<file path="config.mk">
export PLATFORM = sky130hd
export DESIGN_NAME = trap_unit
export DESIGN_NICKNAME = d
export VERILOG_FILES = /design/src/source/trap_pkg.sv /design/src/source/trap_csr_if.sv /design/src/source/trap_csr_apb.sv /design/src/source/trap_ctrl.sv /design/src/source/trap_source_arbiter.sv /design/src/source/trap_unit.sv
export SDC_FILE = /design/constraint.sdc
export NUM_CORES = 1
export LEC_CHECK = 0
export ABC_AREA = 0
export BUFFER_PORTS_ARGS = -buffer_cell sky130_fd_sc_hd__buf_4
export CORE_MARGIN = 2
export CORE_UTILIZATION = 48
export CTS_BUF_LIST = sky130_fd_sc_hd__clkbuf_4
export DETAILED_ROUTE_END_ITERATION = 6
export MAX_ROUTING_LAYER = met4
export PLACE_DENSITY = 0.86
export SLEW_MARGIN = 25
export SYNTH_ARGS = -nofsm -noshare
export SYNTH_HDL_FRONTEND = slang
export SYNTH_SLANG_ARGS = --single-unit
</file>
<file path="constraint.sdc">
create_clock -name clk -period 2.15 [get_ports clk]
set_clock_uncertainty 0.05 [all_clocks]
set_input_delay 0.1075 -clock clk [delete_from_list [all_inputs] [get_ports clk]]
set_output_delay 0.1075 -clock clk [all_outputs]
set_load 0.02 [all_outputs]
</file>
<file path="src/source/trap_pkg.sv">
/* shared cause encodings, register offsets and vector offsets for the trap unit
   referenced by scoped name from every design file that needs them */

package trap_pkg;

  ////////////////////////////////////////
  // cause word
  ////////////////////////////////////////

  // top bit flags an interrupt, low bits hold id or code
  parameter int CAUSE_W = 6;

  // interrupt view of the cause word
  typedef struct packed {
    logic               is_irq;
    logic [CAUSE_W-2:0] id;
  } irq_cause_t;

  // exception view of the cause word
  typedef struct packed {
    logic               is_irq;
    logic [CAUSE_W-2:0] code;
  } exc_cause_t;

  // one word, decoded by the flag in its top bit
  typedef union packed {
    irq_cause_t irq;
    exc_cause_t exc;
  } cause_t;

  // synchronous exception codes
  parameter logic [CAUSE_W-2:0] EXC_ILLEGAL = 5'd2;
  parameter logic [CAUSE_W-2:0] EXC_ECALL   = 5'd8;

  ////////////////////////////////////////
  // apb register map
  ////////////////////////////////////////

  // byte offsets within the register block
  parameter logic [3:0] REG_STATUS   = 4'h0;
  parameter logic [3:0] REG_IRQ_MASK = 4'h4;
  parameter logic [3:0] REG_CAUSE    = 4'h8;
  parameter logic [3:0] REG_TVEC     = 4'hC;

  // interrupt handlers sit above the exception slots
  parameter logic [31:0] IRQ_VEC_OFFSET = 32'h0000_0080;

endpackage

</file>
<file path="src/source/trap_csr_if.sv">
/* link between the trap controller and the apb register block
   ctrl side reports the trap, csr side returns the global enable */

`timescale 1ns/1ps

interface trap_csr_if;

  // one-cycle pulse on the acknowledged transfer
  logic             save_cause;
  // live cause, bypassed or latched
  trap_pkg::cause_t cause;
  // high while the handler runs
  logic             in_isr;
  // global interrupt enable from STATUS bit 0
  logic             irq_enable;

  // controller end
  modport ctrl (
    output save_cause,
    output cause,
    output in_isr,
    input  irq_enable
  );

  // register block end
  modport csr (
    input  save_cause,
    input  cause,
    input  in_isr,
    output irq_enable
  );

endinterface

</file>
<file path="src/source/trap_csr_apb.sv">
/* apb register block of the trap unit with STATUS, IRQ_MASK, CAUSE and TVEC
   also forms the handler address from TVEC and the live cause */

`timescale 1ns/1ps

module trap_csr_apb #(
  parameter int NUM_IRQ = 32
) (
  input  logic               clk,
  input  logic               rst_n,

  // apb slave, no wait states
  input  logic               psel_i,
  input  logic               penable_i,
  input  logic               pwrite_i,
  input  logic [3:0]         paddr_i,
  input  logic [31:0]        pwdata_i,
  output logic [31:0]        prdata_o,
  output logic               pready_o,
  output logic               pslverr_o,

  // to the source arbiter
  output logic [NUM_IRQ-1:0] irq_mask_o,

  // handler entry point for the fetch stage
  output logic [31:0]        handler_pc_o,

  // from the trap controller
  trap_csr_if.csr            csr
);

  logic                        irq_enable_q;
  logic [NUM_IRQ-1:0]          irq_mask_q;
  logic [trap_pkg::CAUSE_W-1:0] cause_q;
  logic [23:0]                 tvec_q;
  logic                        access;
  logic                        wr_en;
  logic                        mapped;
  logic [31:0]                 tvec_base;

  ////////////////////////////////////////
  // apb decode
  ////////////////////////////////////////

  // access phase, single cycle
  assign access = psel_i & penable_i;
  assign wr_en  = access & pwrite_i;

  // only four word offsets exist
  always_comb
  begin
    mapped = 1'b1;
    case (paddr_i)
      trap_pkg::REG_STATUS:   prdata_o = {30'b0, csr.in_isr, irq_enable_q};
      trap_pkg::REG_IRQ_MASK: prdata_o = 32'(irq_mask_q);
      trap_pkg::REG_CAUSE:    prdata_o = 32'(cause_q);
      trap_pkg::REG_TVEC:     prdata_o = tvec_base;
      default:
      begin
        prdata_o = '0;
        mapped   = 1'b0;
      end
    endcase
  end

  assign pready_o  = 1'b1;
  assign pslverr_o = access & ~mapped;

  ////////////////////////////////////////
  // registers
  ////////////////////////////////////////

  // writes to CAUSE and to STATUS bit 1 fall through silently
  always_ff @(posedge clk or negedge rst_n)
  begin
    if (!rst_n)
    begin
      irq_enable_q <= 1'b0;
      irq_mask_q   <= '0;
      tvec_q       <= '0;
    end
    else if (wr_en)
    begin
      case (paddr_i)
        trap_pkg::REG_STATUS:   irq_enable_q <= pwdata_i[0];
        trap_pkg::REG_IRQ_MASK: irq_mask_q   <= pwdata_i[NUM_IRQ-1:0];
        trap_pkg::REG_TVEC:     tvec_q       <= pwdata_i[31:8];
      endcase
    end
  end

  // saved cause, taken on the acknowledged transfer only
  always_ff @(posedge clk or negedge rst_n)
  begin
    if (!rst_n)
      cause_q <= '0;
    else if (csr.save_cause)
      cause_q <= csr.cause;
  end

  assign csr.irq_enable = irq_enable_q;
  assign irq_mask_o     = irq_mask_q;

  ////////////////////////////////////////
  // handler address
  ////////////////////////////////////////

  // 256-byte aligned table base
  assign tvec_base = {tvec_q, 8'h00};

  // interrupts use the upper half of the table, exceptions the lower
  always_comb
  begin
    if (csr.cause.irq.is_irq)
      handler_pc_o = tvec_base + trap_pkg::IRQ_VEC_OFFSET
                     + {25'b0, csr.cause.irq.id, 2'b00};
    else
      handler_pc_o = tvec_base + {25'b0, csr.cause.exc.code, 2'b00};
  end

endmodule

</file>
<file path="src/source/trap_ctrl.sv">
/* trap request FSM, offers the trap to the pipeline controller and holds it
   until ack, then stays in the handler state until eret */

`timescale 1ns/1ps

module trap_ctrl (
  input  logic             clk,
  input  logic             rst_n,

  // from the source arbiter
  input  logic             trap_req_i,
  input  trap_pkg::cause_t trap_cause_i,
  input  logic             eret_i,

  // pipeline controller handshake
  output logic             req_o,
  input  logic             ack_i,
  output trap_pkg::cause_t cause_o,

  // to the register block
  trap_csr_if.ctrl         csr
);

  typedef enum logic [1:0] {
    IDLE,
    WAIT_ACK,
    IN_ISR
  } state_e;

  state_e           state_q;
  state_e           state_d;
  logic             offer;
  trap_pkg::cause_t cause_q;

  // first cycle of a new request
  assign offer = (state_q == IDLE) && csr.irq_enable && trap_req_i;

  ////////////////////////////////////////
  // cause latch with bypass
  ////////////////////////////////////////

  // capture once, at the edge closing the first offer cycle
  always_ff @(posedge clk or negedge rst_n)
  begin
    if (!rst_n)
      cause_q <= '0;
    else if (offer)
      cause_q <= trap_cause_i;
  end

  // live cause in the offer cycle, frozen afterwards
  assign cause_o = offer ? trap_cause_i : cause_q;

  ////////////////////////////////////////
  // handshake FSM
  ////////////////////////////////////////

  always_comb
  begin
    state_d        = state_q;
    req_o          = 1'b0;
    csr.save_cause = 1'b0;

    unique case (state_q)
      IDLE:
      begin
        req_o = offer;
        if (offer)
        begin
          // ack may already meet the first request cycle
          if (ack_i)
          begin
            csr.save_cause = 1'b1;
            state_d        = IN_ISR;
          end
          else
            state_d = WAIT_ACK;
        end
      end

      WAIT_ACK:
      begin
        req_o = 1'b1;
        if (ack_i)
        begin
          csr.save_cause = 1'b1;
          state_d        = IN_ISR;
        end
      end

      IN_ISR:
      begin
        // new sources ignored here
        if (eret_i)
          state_d = IDLE;
      end

      default:
      begin
        state_d = IDLE;
      end
    endcase
  end

  always_ff @(posedge clk or negedge rst_n)
  begin
    if (!rst_n)
      state_q <= IDLE;
    else
      state_q <= state_d;
  end

  // handler flag for STATUS bit 1
  assign csr.in_isr = (state_q == IN_ISR);

  // live cause goes to the register block as well
  assign csr.cause = cause_o;

endmodule

</file>
<file path="src/source/trap_source_arbiter.sv">
/* registers and masks the interrupt lines, then picks the winning trap source
   exceptions override interrupts, lowest pending line wins among interrupts */

`timescale 1ns/1ps

module trap_source_arbiter #(
  parameter int NUM_IRQ = 32
) (
  input  logic             clk,
  input  logic             rst_n,

  // level interrupt lines and their mask
  input  logic [NUM_IRQ-1:0] irq_i,
  input  logic [NUM_IRQ-1:0] irq_mask_i,

  // decoder events, same cycle
  input  logic             illegal_insn_i,
  input  logic             ecall_insn_i,
  input  logic             eret_insn_i,

  // towards the controller
  output logic             trap_req_o,
  output trap_pkg::cause_t trap_cause_o,
  output logic             eret_o
);

  logic [NUM_IRQ-1:0] irq_q;
  logic [NUM_IRQ-1:0] irq_pending;

  ////////////////////////////////////////
  // interrupt input stage
  ////////////////////////////////////////

  // one register stage on the raw lines
  always_ff @(posedge clk or negedge rst_n)
  begin
    if (!rst_n)
      irq_q <= '0;
    else
      irq_q <= irq_i;
  end

  // a line counts only with its mask bit set
  assign irq_pending = irq_q & irq_mask_i;

  ////////////////////////////////////////
  // cause selection
  ////////////////////////////////////////

  always_comb
  begin
    trap_cause_o = '0;

    // scan downwards so the lowest pending index is written last
    for (int i = NUM_IRQ - 1; i >= 0; i--)
    begin
      if (irq_pending[i])
      begin
        trap_cause_o.irq.is_irq = 1'b1;
        trap_cause_o.irq.id     = 5'(i);
      end
    end

    // ecall beats any interrupt
    if (ecall_insn_i)
    begin
      trap_cause_o.exc.is_irq = 1'b0;
      trap_cause_o.exc.code   = trap_pkg::EXC_ECALL;
    end

    // illegal beats everything
    if (illegal_insn_i)
    begin
      trap_cause_o.exc.is_irq = 1'b0;
      trap_cause_o.exc.code   = trap_pkg::EXC_ILLEGAL;
    end
  end

  // any source at all
  assign trap_req_o = illegal_insn_i | ecall_insn_i | (|irq_pending);

  // return from handler, passed on untouched
  assign eret_o = eret_insn_i;

endmodule

</file>
<file path="src/source/trap_unit.sv">
/* top level of the trap-entry unit, wires arbiter, FSM and register block
   exposes plain ports toward the pipeline and the apb bus */

`timescale 1ns/1ps

module trap_unit #(
  parameter int NUM_IRQ = 32
) (
  input  logic                         clk,
  input  logic                         rst_n,

  // trap sources
  input  logic [NUM_IRQ-1:0]           irq_i,
  input  logic                         illegal_insn_i,
  input  logic                         ecall_insn_i,
  input  logic                         eret_insn_i,

  // pipeline controller side
  output logic                         req_o,
  input  logic                         ack_i,
  output logic [trap_pkg::CAUSE_W-1:0] cause_o,
  output logic [31:0]                  handler_pc_o,

  // apb register access
  input  logic                         psel_i,
  input  logic                         penable_i,
  input  logic                         pwrite_i,
  input  logic [3:0]                   paddr_i,
  input  logic [31:0]                  pwdata_i,
  output logic [31:0]                  prdata_o,
  output logic                         pready_o,
  output logic                         pslverr_o
);

  logic [NUM_IRQ-1:0] irq_mask;
  logic               trap_req;
  trap_pkg::cause_t   trap_cause;
  logic               eret;
  trap_pkg::cause_t   ctrl_cause;

  // controller to register block
  trap_csr_if csr_if ();

  // source registering and priority pick
  trap_source_arbiter #(
    .NUM_IRQ        (NUM_IRQ)
  ) arbiter0 (
    .clk            (clk),
    .rst_n          (rst_n),
    .irq_i          (irq_i),
    .irq_mask_i     (irq_mask),
    .illegal_insn_i (illegal_insn_i),
    .ecall_insn_i   (ecall_insn_i),
    .eret_insn_i    (eret_insn_i),
    .trap_req_o     (trap_req),
    .trap_cause_o   (trap_cause),
    .eret_o         (eret)
  );

  // request and handler FSM
  trap_ctrl ctrl0 (
    .clk            (clk),
    .rst_n          (rst_n),
    .trap_req_i     (trap_req),
    .trap_cause_i   (trap_cause),
    .eret_i         (eret),
    .req_o          (req_o),
    .ack_i          (ack_i),
    .cause_o        (ctrl_cause),
    .csr            (csr_if.ctrl)
  );

  // register block and handler address
  trap_csr_apb #(
    .NUM_IRQ        (NUM_IRQ)
  ) csr0 (
    .clk            (clk),
    .rst_n          (rst_n),
    .psel_i         (psel_i),
    .penable_i      (penable_i),
    .pwrite_i       (pwrite_i),
    .paddr_i        (paddr_i),
    .pwdata_i       (pwdata_i),
    .prdata_o       (prdata_o),
    .pready_o       (pready_o),
    .pslverr_o      (pslverr_o),
    .irq_mask_o     (irq_mask),
    .handler_pc_o   (handler_pc_o),
    .csr            (csr_if.csr)
  );

  // flat cause word on the port
  assign cause_o = ctrl_cause;

endmodule
</file>
---- Word level (Yosys, flattened, before mapping) ----
Cells that the tools add are included.
storage, ports and cells
  flip-flop bits (word level) ............. 103
  logic and storage cells ................. 82
  input bits .............................. 77
  output and inout port bits .............. 73
cells by class
  multiplexer cells ....................... 47
  equality and inequality tests ........... 8
  reductions and logical operators ........ 10
  $add $sub $neg .......................... 3
  bitwise gates (word level) .............. 7
operators with widths
  kind                   number
  $mux 6                 35
  $pmux 32 s4            1
  $add 32x7->32          2
  $add 32x8->32 const B  1
  $and 32x32->32         1
  $mux 32                1
  $reduce_or 32->1       1
  $eq 4x4->1 const B     2
  $mux 2                 4
  $pmux 2 s3             1
  $reduce_and 2->1       3
  $eq 4x3->1 const B     1
  $logic_not 4->1        1
  $ne 2x2->1 const B     2
  $pmux 1 s2             2
  $reduce_or 4->1        1
  $and 1x1->1            3
  $mux 1                 3
  $reduce_and 3->1       1
  $eq 2x1->1 const B     1
  $eq 2x2->1 const B     1
  $logic_and 1x1->1      2
  $logic_not 2->1        1
  $ne 2x1->1 const B     1
  other kinds (2)        3

---- Depth between registers and ports, before layout ----
Gate-level depths: netlist of run 1.
  depth in word-level cells ............... 38
  gate-level depth with buffers ........... 7
  mapped depth without buffers ............ 6

---- By module ----
A second synthesis of run 1 with hierarchy kept.
second synthesis, totals
  cell total of the unflattened synthesis .. 357
  area, all modules ....................... 4,630.7 µm²
modules (own cells, without submodules)
  module               cells an instance  area an instance (µm²)  times used  sequential area each (µm²)
  trap_csr_apb         203                2,859.0                 1           1,576.5
  trap_source_arbiter  124                1,370.1                 1           800.8
  trap_ctrl            30                 401.6                   1           200.2

---- Worst setup path before layout of run 1 ----
No wires, ideal clock.
  path type ............................... register to register
  start ................................... register csr0.irq_mask_q[18] (netlist: csr0.irq_mask_o[18])
  end ..................................... register csr0.cause_q[1] in the netlist's numbering
  buffers on the path ..................... 0
  path slack .............................. 85 ps
  data required time ...................... 1,975 ps
  clock period less this slack ............ 2,065 ps
  library setup time ...................... 125 ps
  arrival ................................. 1,890 ps
  stages on the path, launching flop included .. 7
  path through ............................ dfrtp_1 -> a22oi_4 -> nand2_2 -> nor4_4 -> a31oi_1 -> mux2_4 -> mux2_4
between the ends
  longest elaborated chain between the ends .. 23
  elaborated cells on any way between the ends .. 28
  classes of those cells .................. mux: 24; bitwise: 2; reduce/logical: 2
ends and longest elaborated chain
  element                      line                       RTL
  start: declaration           trap_csr_apb.sv:33         logic [NUM_IRQ-1:0] irq_mask_q;
  start signal: assignment     trap_csr_apb.sv:86         trap_pkg::REG_IRQ_MASK: irq_mask_q <= pwdata_i[NUM_IRQ-1:0];
  $and 32x32->32 (*)           trap_source_arbiter.sv:44  assign irq_pending = irq_q & irq_mask_i;
  $mux 6 (19 in series)        trap_source_arbiter.sv:57  if (irq_pending[i])
  $mux 6                       trap_source_arbiter.sv:65  if (ecall_insn_i)
  $mux 6                       trap_source_arbiter.sv:72  if (illegal_insn_i)
  $mux 6 (*)                   n/a
  named net cause_o (one bit)  trap_unit.sv:21            output logic [trap_pkg::CAUSE_W-1:0] cause_o,
  end signal: assignment       trap_csr_apb.sv:98         cause_q <= csr.cause;
  end: declaration             trap_csr_apb.sv:34         logic [trap_pkg::CAUSE_W-1:0] cause_q;
The timed path passes the listed nets; every way through them passes the cells marked *.
A chain may end at the register's enable or synchronous reset.

---- Final worst setup path of run 1 ----
  start ................................... register csr0.irq_mask_q[4] (netlist: csr0.irq_mask_o[4])
  end ..................................... output handler_pc_o[3]
between the ends
  longest elaborated chain between the ends .. 11
  elaborated cells on any way between the ends .. 15
  classes of those cells .................. add/sub: 2; mux: 9; bitwise: 2; reduce/logical: 2
ends and longest elaborated chain
  element                                  line                                      RTL
  $and 32x32->32 (*)                       trap_source_arbiter.sv:44
  $mux 6 (5 in series)                     trap_source_arbiter.sv:57
  $mux 6                                   trap_source_arbiter.sv:65
  $mux 6                                   trap_source_arbiter.sv:72
  $mux 6 (*)                               n/a
  $add 32x7->32, on equally long branches  trap_csr_apb.sv:118, trap_csr_apb.sv:116
  $mux 32 (*)                              trap_csr_apb.sv:114                       if (csr.cause.irq.is_irq)
  end: declaration                         trap_unit.sv:22                           output logic [31:0] handler_pc_o,
Mark *: on every way between the ends. The rest lies on a longest branch, timed or not.

==> results.toml, run 1 <==
[run_status]
outcome = "finished, violations left"
violations = "setup timing"

[finish]
final_cell_mix = "buf_4, dfrtp_1, dlygate4sd3_1, mux2_2, a22o_1"
final_common_cell = "buf_4"
nets = 699
finalInstanceArea_um2 = 7300
drive_gt1_share_pct = 51.9
syn2layout_area_growth_pct = 56.5
n_fill_cell = 550

[critical_path]
rrSetupSlack_ps = -190
path_class = "reg -> out"
r2r_start = "csr0.irq_mask_o[4]"
crit_fanout = 6
worstPathArrival_ps = 2290
start_kind = "register"
r2r_end = "csr0.cause_q[1]"
worstSetupEndpointType = "primary output"
r2r_cells = 9
worstPathRequired_ps = 1990

[clocking]
cts_buffer_depth = 2
clkTransAtPathRegs_ps = 160
insertion_delay_ps = 450
cts_sinks = 103
ctsHtreeMaxLevel = 3
root_buffer = "clkbuf_4"
cts-buffers-inserted = 9
cts_tree = "yes"

[sta]
finalHoldViolCount = 0
post-route-min-period_ps = 2450
holdWs_ps = 23.5
min_period_over_period_pct = 114
setup-violations-final = 19
rsz0062_at_grt = "yes"
maxSlewHeadroom_pct = 58.4
fin_ws_ps = -296
maxSlewViolCount = 0
fmax_mhz = 409
tns_ps = -3750
worstMarginPinSlew_ps = 624

[yosys]
ys_types = 57
synth_edf_count = 0
yosysWarnings = 0
syn-mean-instance-area_um2 = 12.9
synth.top_cells.by_area = "dfrtp_1, mux2_2, a22o_1"
yosysTopAreaCell = "dfrtp_1"
syn_inst = 362
synth-seq-cells = 103
ys.flop_type = "dfrtp_1"
ys_seq_area_share_pct = 55.2
async_reset_ff_share_pct = 100
syn_area_um2 = 4670
synth_top_area_share_pct = 55.2

[floorplanning]
rows = 35
initial_core_util_pct = 50.0
fp.coreArea_um2 = 9330
die_y_um = 103
dieArea_um2 = 10500
fp.dieW_um = 103
ios = 150

[run]
maxCapViolCount = 0

[drt]
avgRoutedWirePerCell_um = 18.7
vias_per_cell = 5.41
drc = 0
routed_wl_um = 14100
postRouteAntennaNets = 0
vias = 4090
drt-initial-drc-count = 185
dr.pass1.iters = 4

[placement]
hpwl_um = 9280
place_area_um2 = 6090
place.gp.congestion = 0.851
numPortBuffers = 146
place_ws_ps = -69.0

[global_route]
grt_pass1_wl_um = 21900
grt_use_total_pct = 28.0
antenna_found_initial = 0
grt_max_degree = 58
grt_overflow_total = 0
grt_pass1_vias = 4341

[min_path]
hp-class = "in -> reg"
min_to = "ctrl0.cause_q[3]"
hp-start = "ecall_insn_i"
whs_path_depth = 2

[power_and_ir_drop]
ir_drop_mv = 0.551
power_leakage_nw = 3.54
power_density_nw_per_um2 = 776
p_total_mw = 5.67
==> logic make-up (layout without fill, tap and decap cells) <==
logic type	Yosys count	after routing	synth area share (%)
other cells	2	4	0.161
mux	64	64	15.9
buf+inv	27	290	3.56
flops	103	103	55.2
compound gates	92	92	16.2
simple gates	74	74	9.01
==> repair_timing <==
item,4_1_cts,5_1_grt
setup buffers,15,5
endpoints found under the hold margin,137,0
hold buffers,67,0
pin swaps,14,12
resized for setup,32,19
endpoints found under the setup margin,18,22
==> critical path, cell delays in order (launching register included) <==
cell and delay [ps]:
dfrtp_1 430, a22oi_2 270, nand4_1 220, nor3_4 200
buf_12 150, a31oi_4 100, mux2_4 350, buf_6 140
==> layer usage <==
layer	global-route usage (%)	wire, µm	up-vias
met5	-	0	-
met2	48.4	7410	166
met1	34.2	5820	2034
met4	6.77	193	0
met3	5.22	698	23
li1	-	-	1867
==> synth_stat cells, types with 3 or more instances <==
master and instances:
dfrtp_1 103, mux2_2 54, nand2_1 27, a22o_1 26, a22oi_1 15, buf_4 14
nor2_1 14, a21oi_1 12, mux2_4 6, and2_1 5, clkbuf_1 5, o21ai_0 5
a32oi_1 4, buf_2 4, nand3_1 4, a22oi_2 3, a32o_1 3, inv_1 3
mux2_1 3, nor2b_1 3, o31ai_1 3
==> worst max path at each step <==
stage                        startpoint              end  depth (start not counted)
floorplan           csr0.irq_mask_o[18]  csr0.cause_q[1]                          6
global placement    csr0.irq_mask_o[14]  csr0.cause_q[1]                          6
detailed placement   csr0.irq_mask_o[6]  csr0.cause_q[1]                          6
CTS                 csr0.irq_mask_o[28]  handler_pc_o[3]                          7
global route        csr0.irq_mask_o[13]       cause_o[0]                          8
finish               csr0.irq_mask_o[4]  handler_pc_o[3]                          7
==> metrics by stage <==
stage | std cells | util [%]
6_report | 756 | 78.3
5_1_grt | 755 | 78.3
4_1_cts | 750 | 77.0
3_5_place_dp | 653 | 65.3
3_3_place_gp | 653 | 65.3
2_1_floorplan | 363 | -
==> cell type report <==
| class | count | area (µm²) | share of cell area, % |
|---|---|---|---|
| Timing Repair Buffer | 272 | 2310 | 31.7 |
| Tap cell | 129 | 161 | 2.21 |
| Clock buffer | 10 | 75.1 | 1.03 |
| Antenna cell | 1 | 2.50 | 0.0343 |
| Inverter | 3 | 11.3 | 0.154 |
| Sequential cell | 103 | 2580 | 35.3 |
| Clock inverter | 5 | 66.3 | 0.908 |
| Multi-Input combinational cell | 233 | 2100 | 28.7 |
==> report_power, final <==
part,internal [mW],leakage (nW),switching (mW)
clock,0.377,0.0750,0.651
sequential,2.22,1.31,0.215
combinational,1.20,2.16,1.01
==> sequential cells by signal, indices dropped and copies added, names as in the netlist <==
register,flops
ctrl0.state_q,2
csr0.csr.irq_enable,1
csr0.cause_q,6
arbiter0.irq_q,32
csr0.tvec_q,24
csr0.irq_mask_o,32
ctrl0.cause_q,6
Power figures use the tool's default switching activity.
==> run 2, diff against run 1 <==
--- a/config.mk
+++ b/config.mk
@@ -8,12 +8,13 @@
 export ABC_AREA = 0
 export BUFFER_PORTS_ARGS = -buffer_cell sky130_fd_sc_hd__buf_4
 export CORE_MARGIN = 2
-export CORE_UTILIZATION = 48
+export CORE_UTILIZATION = 47
 export CTS_BUF_LIST = sky130_fd_sc_hd__clkbuf_4
 export DETAILED_ROUTE_END_ITERATION = 6
 export MAX_ROUTING_LAYER = met4
-export PLACE_DENSITY = 0.86
+export PLACE_DENSITY = 0.85
 export SLEW_MARGIN = 25
 export SYNTH_ARGS = -nofsm -noshare
 export SYNTH_HDL_FRONTEND = slang
+export SYNTH_HIERARCHICAL = 1
 export SYNTH_SLANG_ARGS = --single-unit
==> run 2 against run 1 <==
The flow still finishes with violations (setup timing). Critical path type unchanged. Sequential share of layout area shrank 0.20 points. Register-to-register slack lost 420 ps. Design area grew 0.51%.
==> results.toml, run 2 <==
[yosys]
synth.most_common_cell = "dfrtp_1"
ys.flop_type = "dfrtp_1"
syn_inst = 357
syn_area_um2 = 4630
yosysTopAreaCell = "dfrtp_1"
synth-seq-cells = 103
synth_edf_count = 0
ys_types = 44
async_reset_ff_share_pct = 100
synth.top_cells.by_area = "dfrtp_1, mux2_2, mux2_1"
synth_commonest_cells = "dfrtp_1, mux2_2, a22o_1, mux2_1, nand2_1"
yosysWarnings = 6
syn-mean-instance-area_um2 = 13.0
synth_top_area_share_pct = 55.7
ys_seq_area_share_pct = 55.7

[power_and_ir_drop]
ir_drop_mv = 0.580
p_total_mw = 5.45
power_density_nw_per_um2 = 742
power_leakage_nw = 3.64

[floorplanning]
initial_core_util_pct = 47.8
die_y_um = 103
dieArea_um2 = 10700
fp.dieW_um = 103
rows = 36
fp.coreArea_um2 = 9680
ios = 150

[drt]
drt-initial-drc-count = 201
postRouteAntennaNets = 0
avgRoutedWirePerCell_um = 19.2
dr.pass1.iters = 4
drc = 0
vias = 4152
routed_wl_um = 15000
vias_per_cell = 5.33
wl_met3_um = 700
drt-met1-wl_um = 5770
met2WireLength_um = 8080
highest-signal-layer = "met4"

[run_status]
outcome = "finished, violations left"
violations = "setup timing"

[finish]
final_common_cell = "buf_4"
fin_util_pct = 75.8
stdcell_count = 779
final_cell_mix = "buf_4, dfrtp_1, dlygate4sd3_1, a22o_1, mux2_1"
n_fill_cell = 627
nets = 717
drive_gt1_share_pct = 47.4
multi_input_area_um2 = 1930
ff_latch_area_um2 = 2580
syn2layout_area_growth_pct = 58.6

[clocking]
clkTransAtPathRegs_ps = 170
cts_tree = "yes"
cts_sinks = 103
cts_buffer_depth = 2
insertion_delay_ps = 490
cts-buffers-inserted = 9
ctsHtreeMaxLevel = 3
root_buffer = "clkbuf_4"

[sta]
fin_ws_ps = -782
maxSlewViolCount = 0
setup-violations-final = 25
min_period_over_period_pct = 136
maxSlewHeadroom_pct = 49.4
fmax_mhz = 341
worstMarginPinSlew_ps = 757
finalHoldViolCount = 0
post-route-min-period_ps = 2930
rsz0062_at_grt = "yes"

[critical_path]
worstPathRequired_ps = 1990
path_class = "reg -> out"
cp_slowest_stage_delay_ps = 560
start_kind = "register"
worstSetupEndpointType = "primary output"
crit_chain = "a22o_1, or4_4, nor3_4, nand3_2, and4bb_4, mux2_4, buf_6"
crit_fanout = 6
worstPathArrival_ps = 2770
crit_slowest_cell = "or4_4"

[placement]
place.gp.congestion = 0.886
numPortBuffers = 146
dp.cells = 682
hpwl_um = 9340

[min_path]
hp-class = "in -> async"

[global_route]
grt_overflow_total = 0
grt_pass1_wl_um = 22600
grt_max_degree = 50
grt_use_total_pct = 29.3
antenna_found_initial = 0
grt_pass1_vias = 4406

[run]
maxCapViolCount = 0
-- run 2: cell count changes after synthesis, sizes merged, moves of 3 or more --
cell	previous run	this run
a21oi	12	7
a22o	27	30
a22oi	20	12
and2	7	3
buf	19	27
mux2	63	69
nand3	5	8
nor2	14	10
nor3b	1	4
o31ai	3	0
or2	1	4
-- run 2: path summary, 6_finish.rpt --
kind | endpoint | slack (ps) | start | cells past startpoint
max | cause_o[1] | -780 | arbiter0/irq_q[28] | 7
min | ctrl0/cause_q[3] | 80 | rst_n | 2
max reg2reg | csr0/cause_q[2] | -610 | arbiter0/irq_q[28] | 9
min reg2reg | ctrl0/state_q[0] | 490 | ctrl0/state_q[1] | 1
max in group asynchronous | csr0/irq_mask_o[21] | 1310 | rst_n | 3
min in group clk | ctrl0/cause_q[1] | 190 | illegal_insn_i | 4
-- run 2: worst max-delay path: cells and delay by family (launching register included) --
kind	cells	cell delay [ps]
compound gates	1	270
simple gates	4	1100
buf+inv	1	140
mux	1	350
flops	1	420
-- run 2: repair_timing --
item / in CTS / in global routing
hold endpoints to repair: 187 / 0
hold buffers: 69 / 0
endpoints found under the setup margin: 25 / 27
pin swaps: 3 / 5
gates resized for setup: 25 / 13
setup buffers: 4 / 8
-- run 2: layout make-up --
class,count,share of cell area (%)
diodes,1,0.0341
clock buffers,9,0.920
clock inverters,7,0.852
inverters,1,0.0511
multi-input cells,224,26.3
flip-flops and latches,103,35.1
well taps,133,2.27
repair buffers,301,34.4
-- run 2: cells by family (layout without fill, tap and decap cells) --
| family | Yosys count | after routing | share of synthesized area [%] |
|---|---|---|---|
| AO/OA/AOI/OAI | 74 | 74 | 12.7 |
| buffers and inverters | 31 | 318 | 4.81 |
| flip-flops | 103 | 103 | 55.7 |
| multiplexers | 71 | 71 | 17.7 |
| other | 2 | 4 | 0.162 |
| AND/OR/NAND/NOR | 76 | 76 | 8.97 |
-- run 2: metrics by stage --
stage          area, µm²  TNS [ps]  hold WS (ps)  setup slack [ps]
2_1_floorplan       4690     -6460          -238              -492
3_3_place_gp        6280     -7870          73.2              -447
3_5_place_dp        6280     -8850          84.5              -506
4_1_cts             7220    -14090          76.6              -791
5_1_grt             7340    -16130           132              -865
6_report            7340    -14300          84.4              -782
-- run 2: layer usage --
metal,vias up,track usage (%)
met5,-,-
met4,0,11.4
met3,39,6.18
met2,161,52.0
met1,2078,32.3
li1,1874,-
-- run 2: power by group --
group	switching (mW)	leakage (nW)	internal [mW]	total, mW
Clock	0.735	0.0751	0.267	1.00
Sequential	0.184	1.31	2.21	2.39
Combinational	0.919	2.25	1.13	2.05
Total	1.84	3.64	3.61	5.45
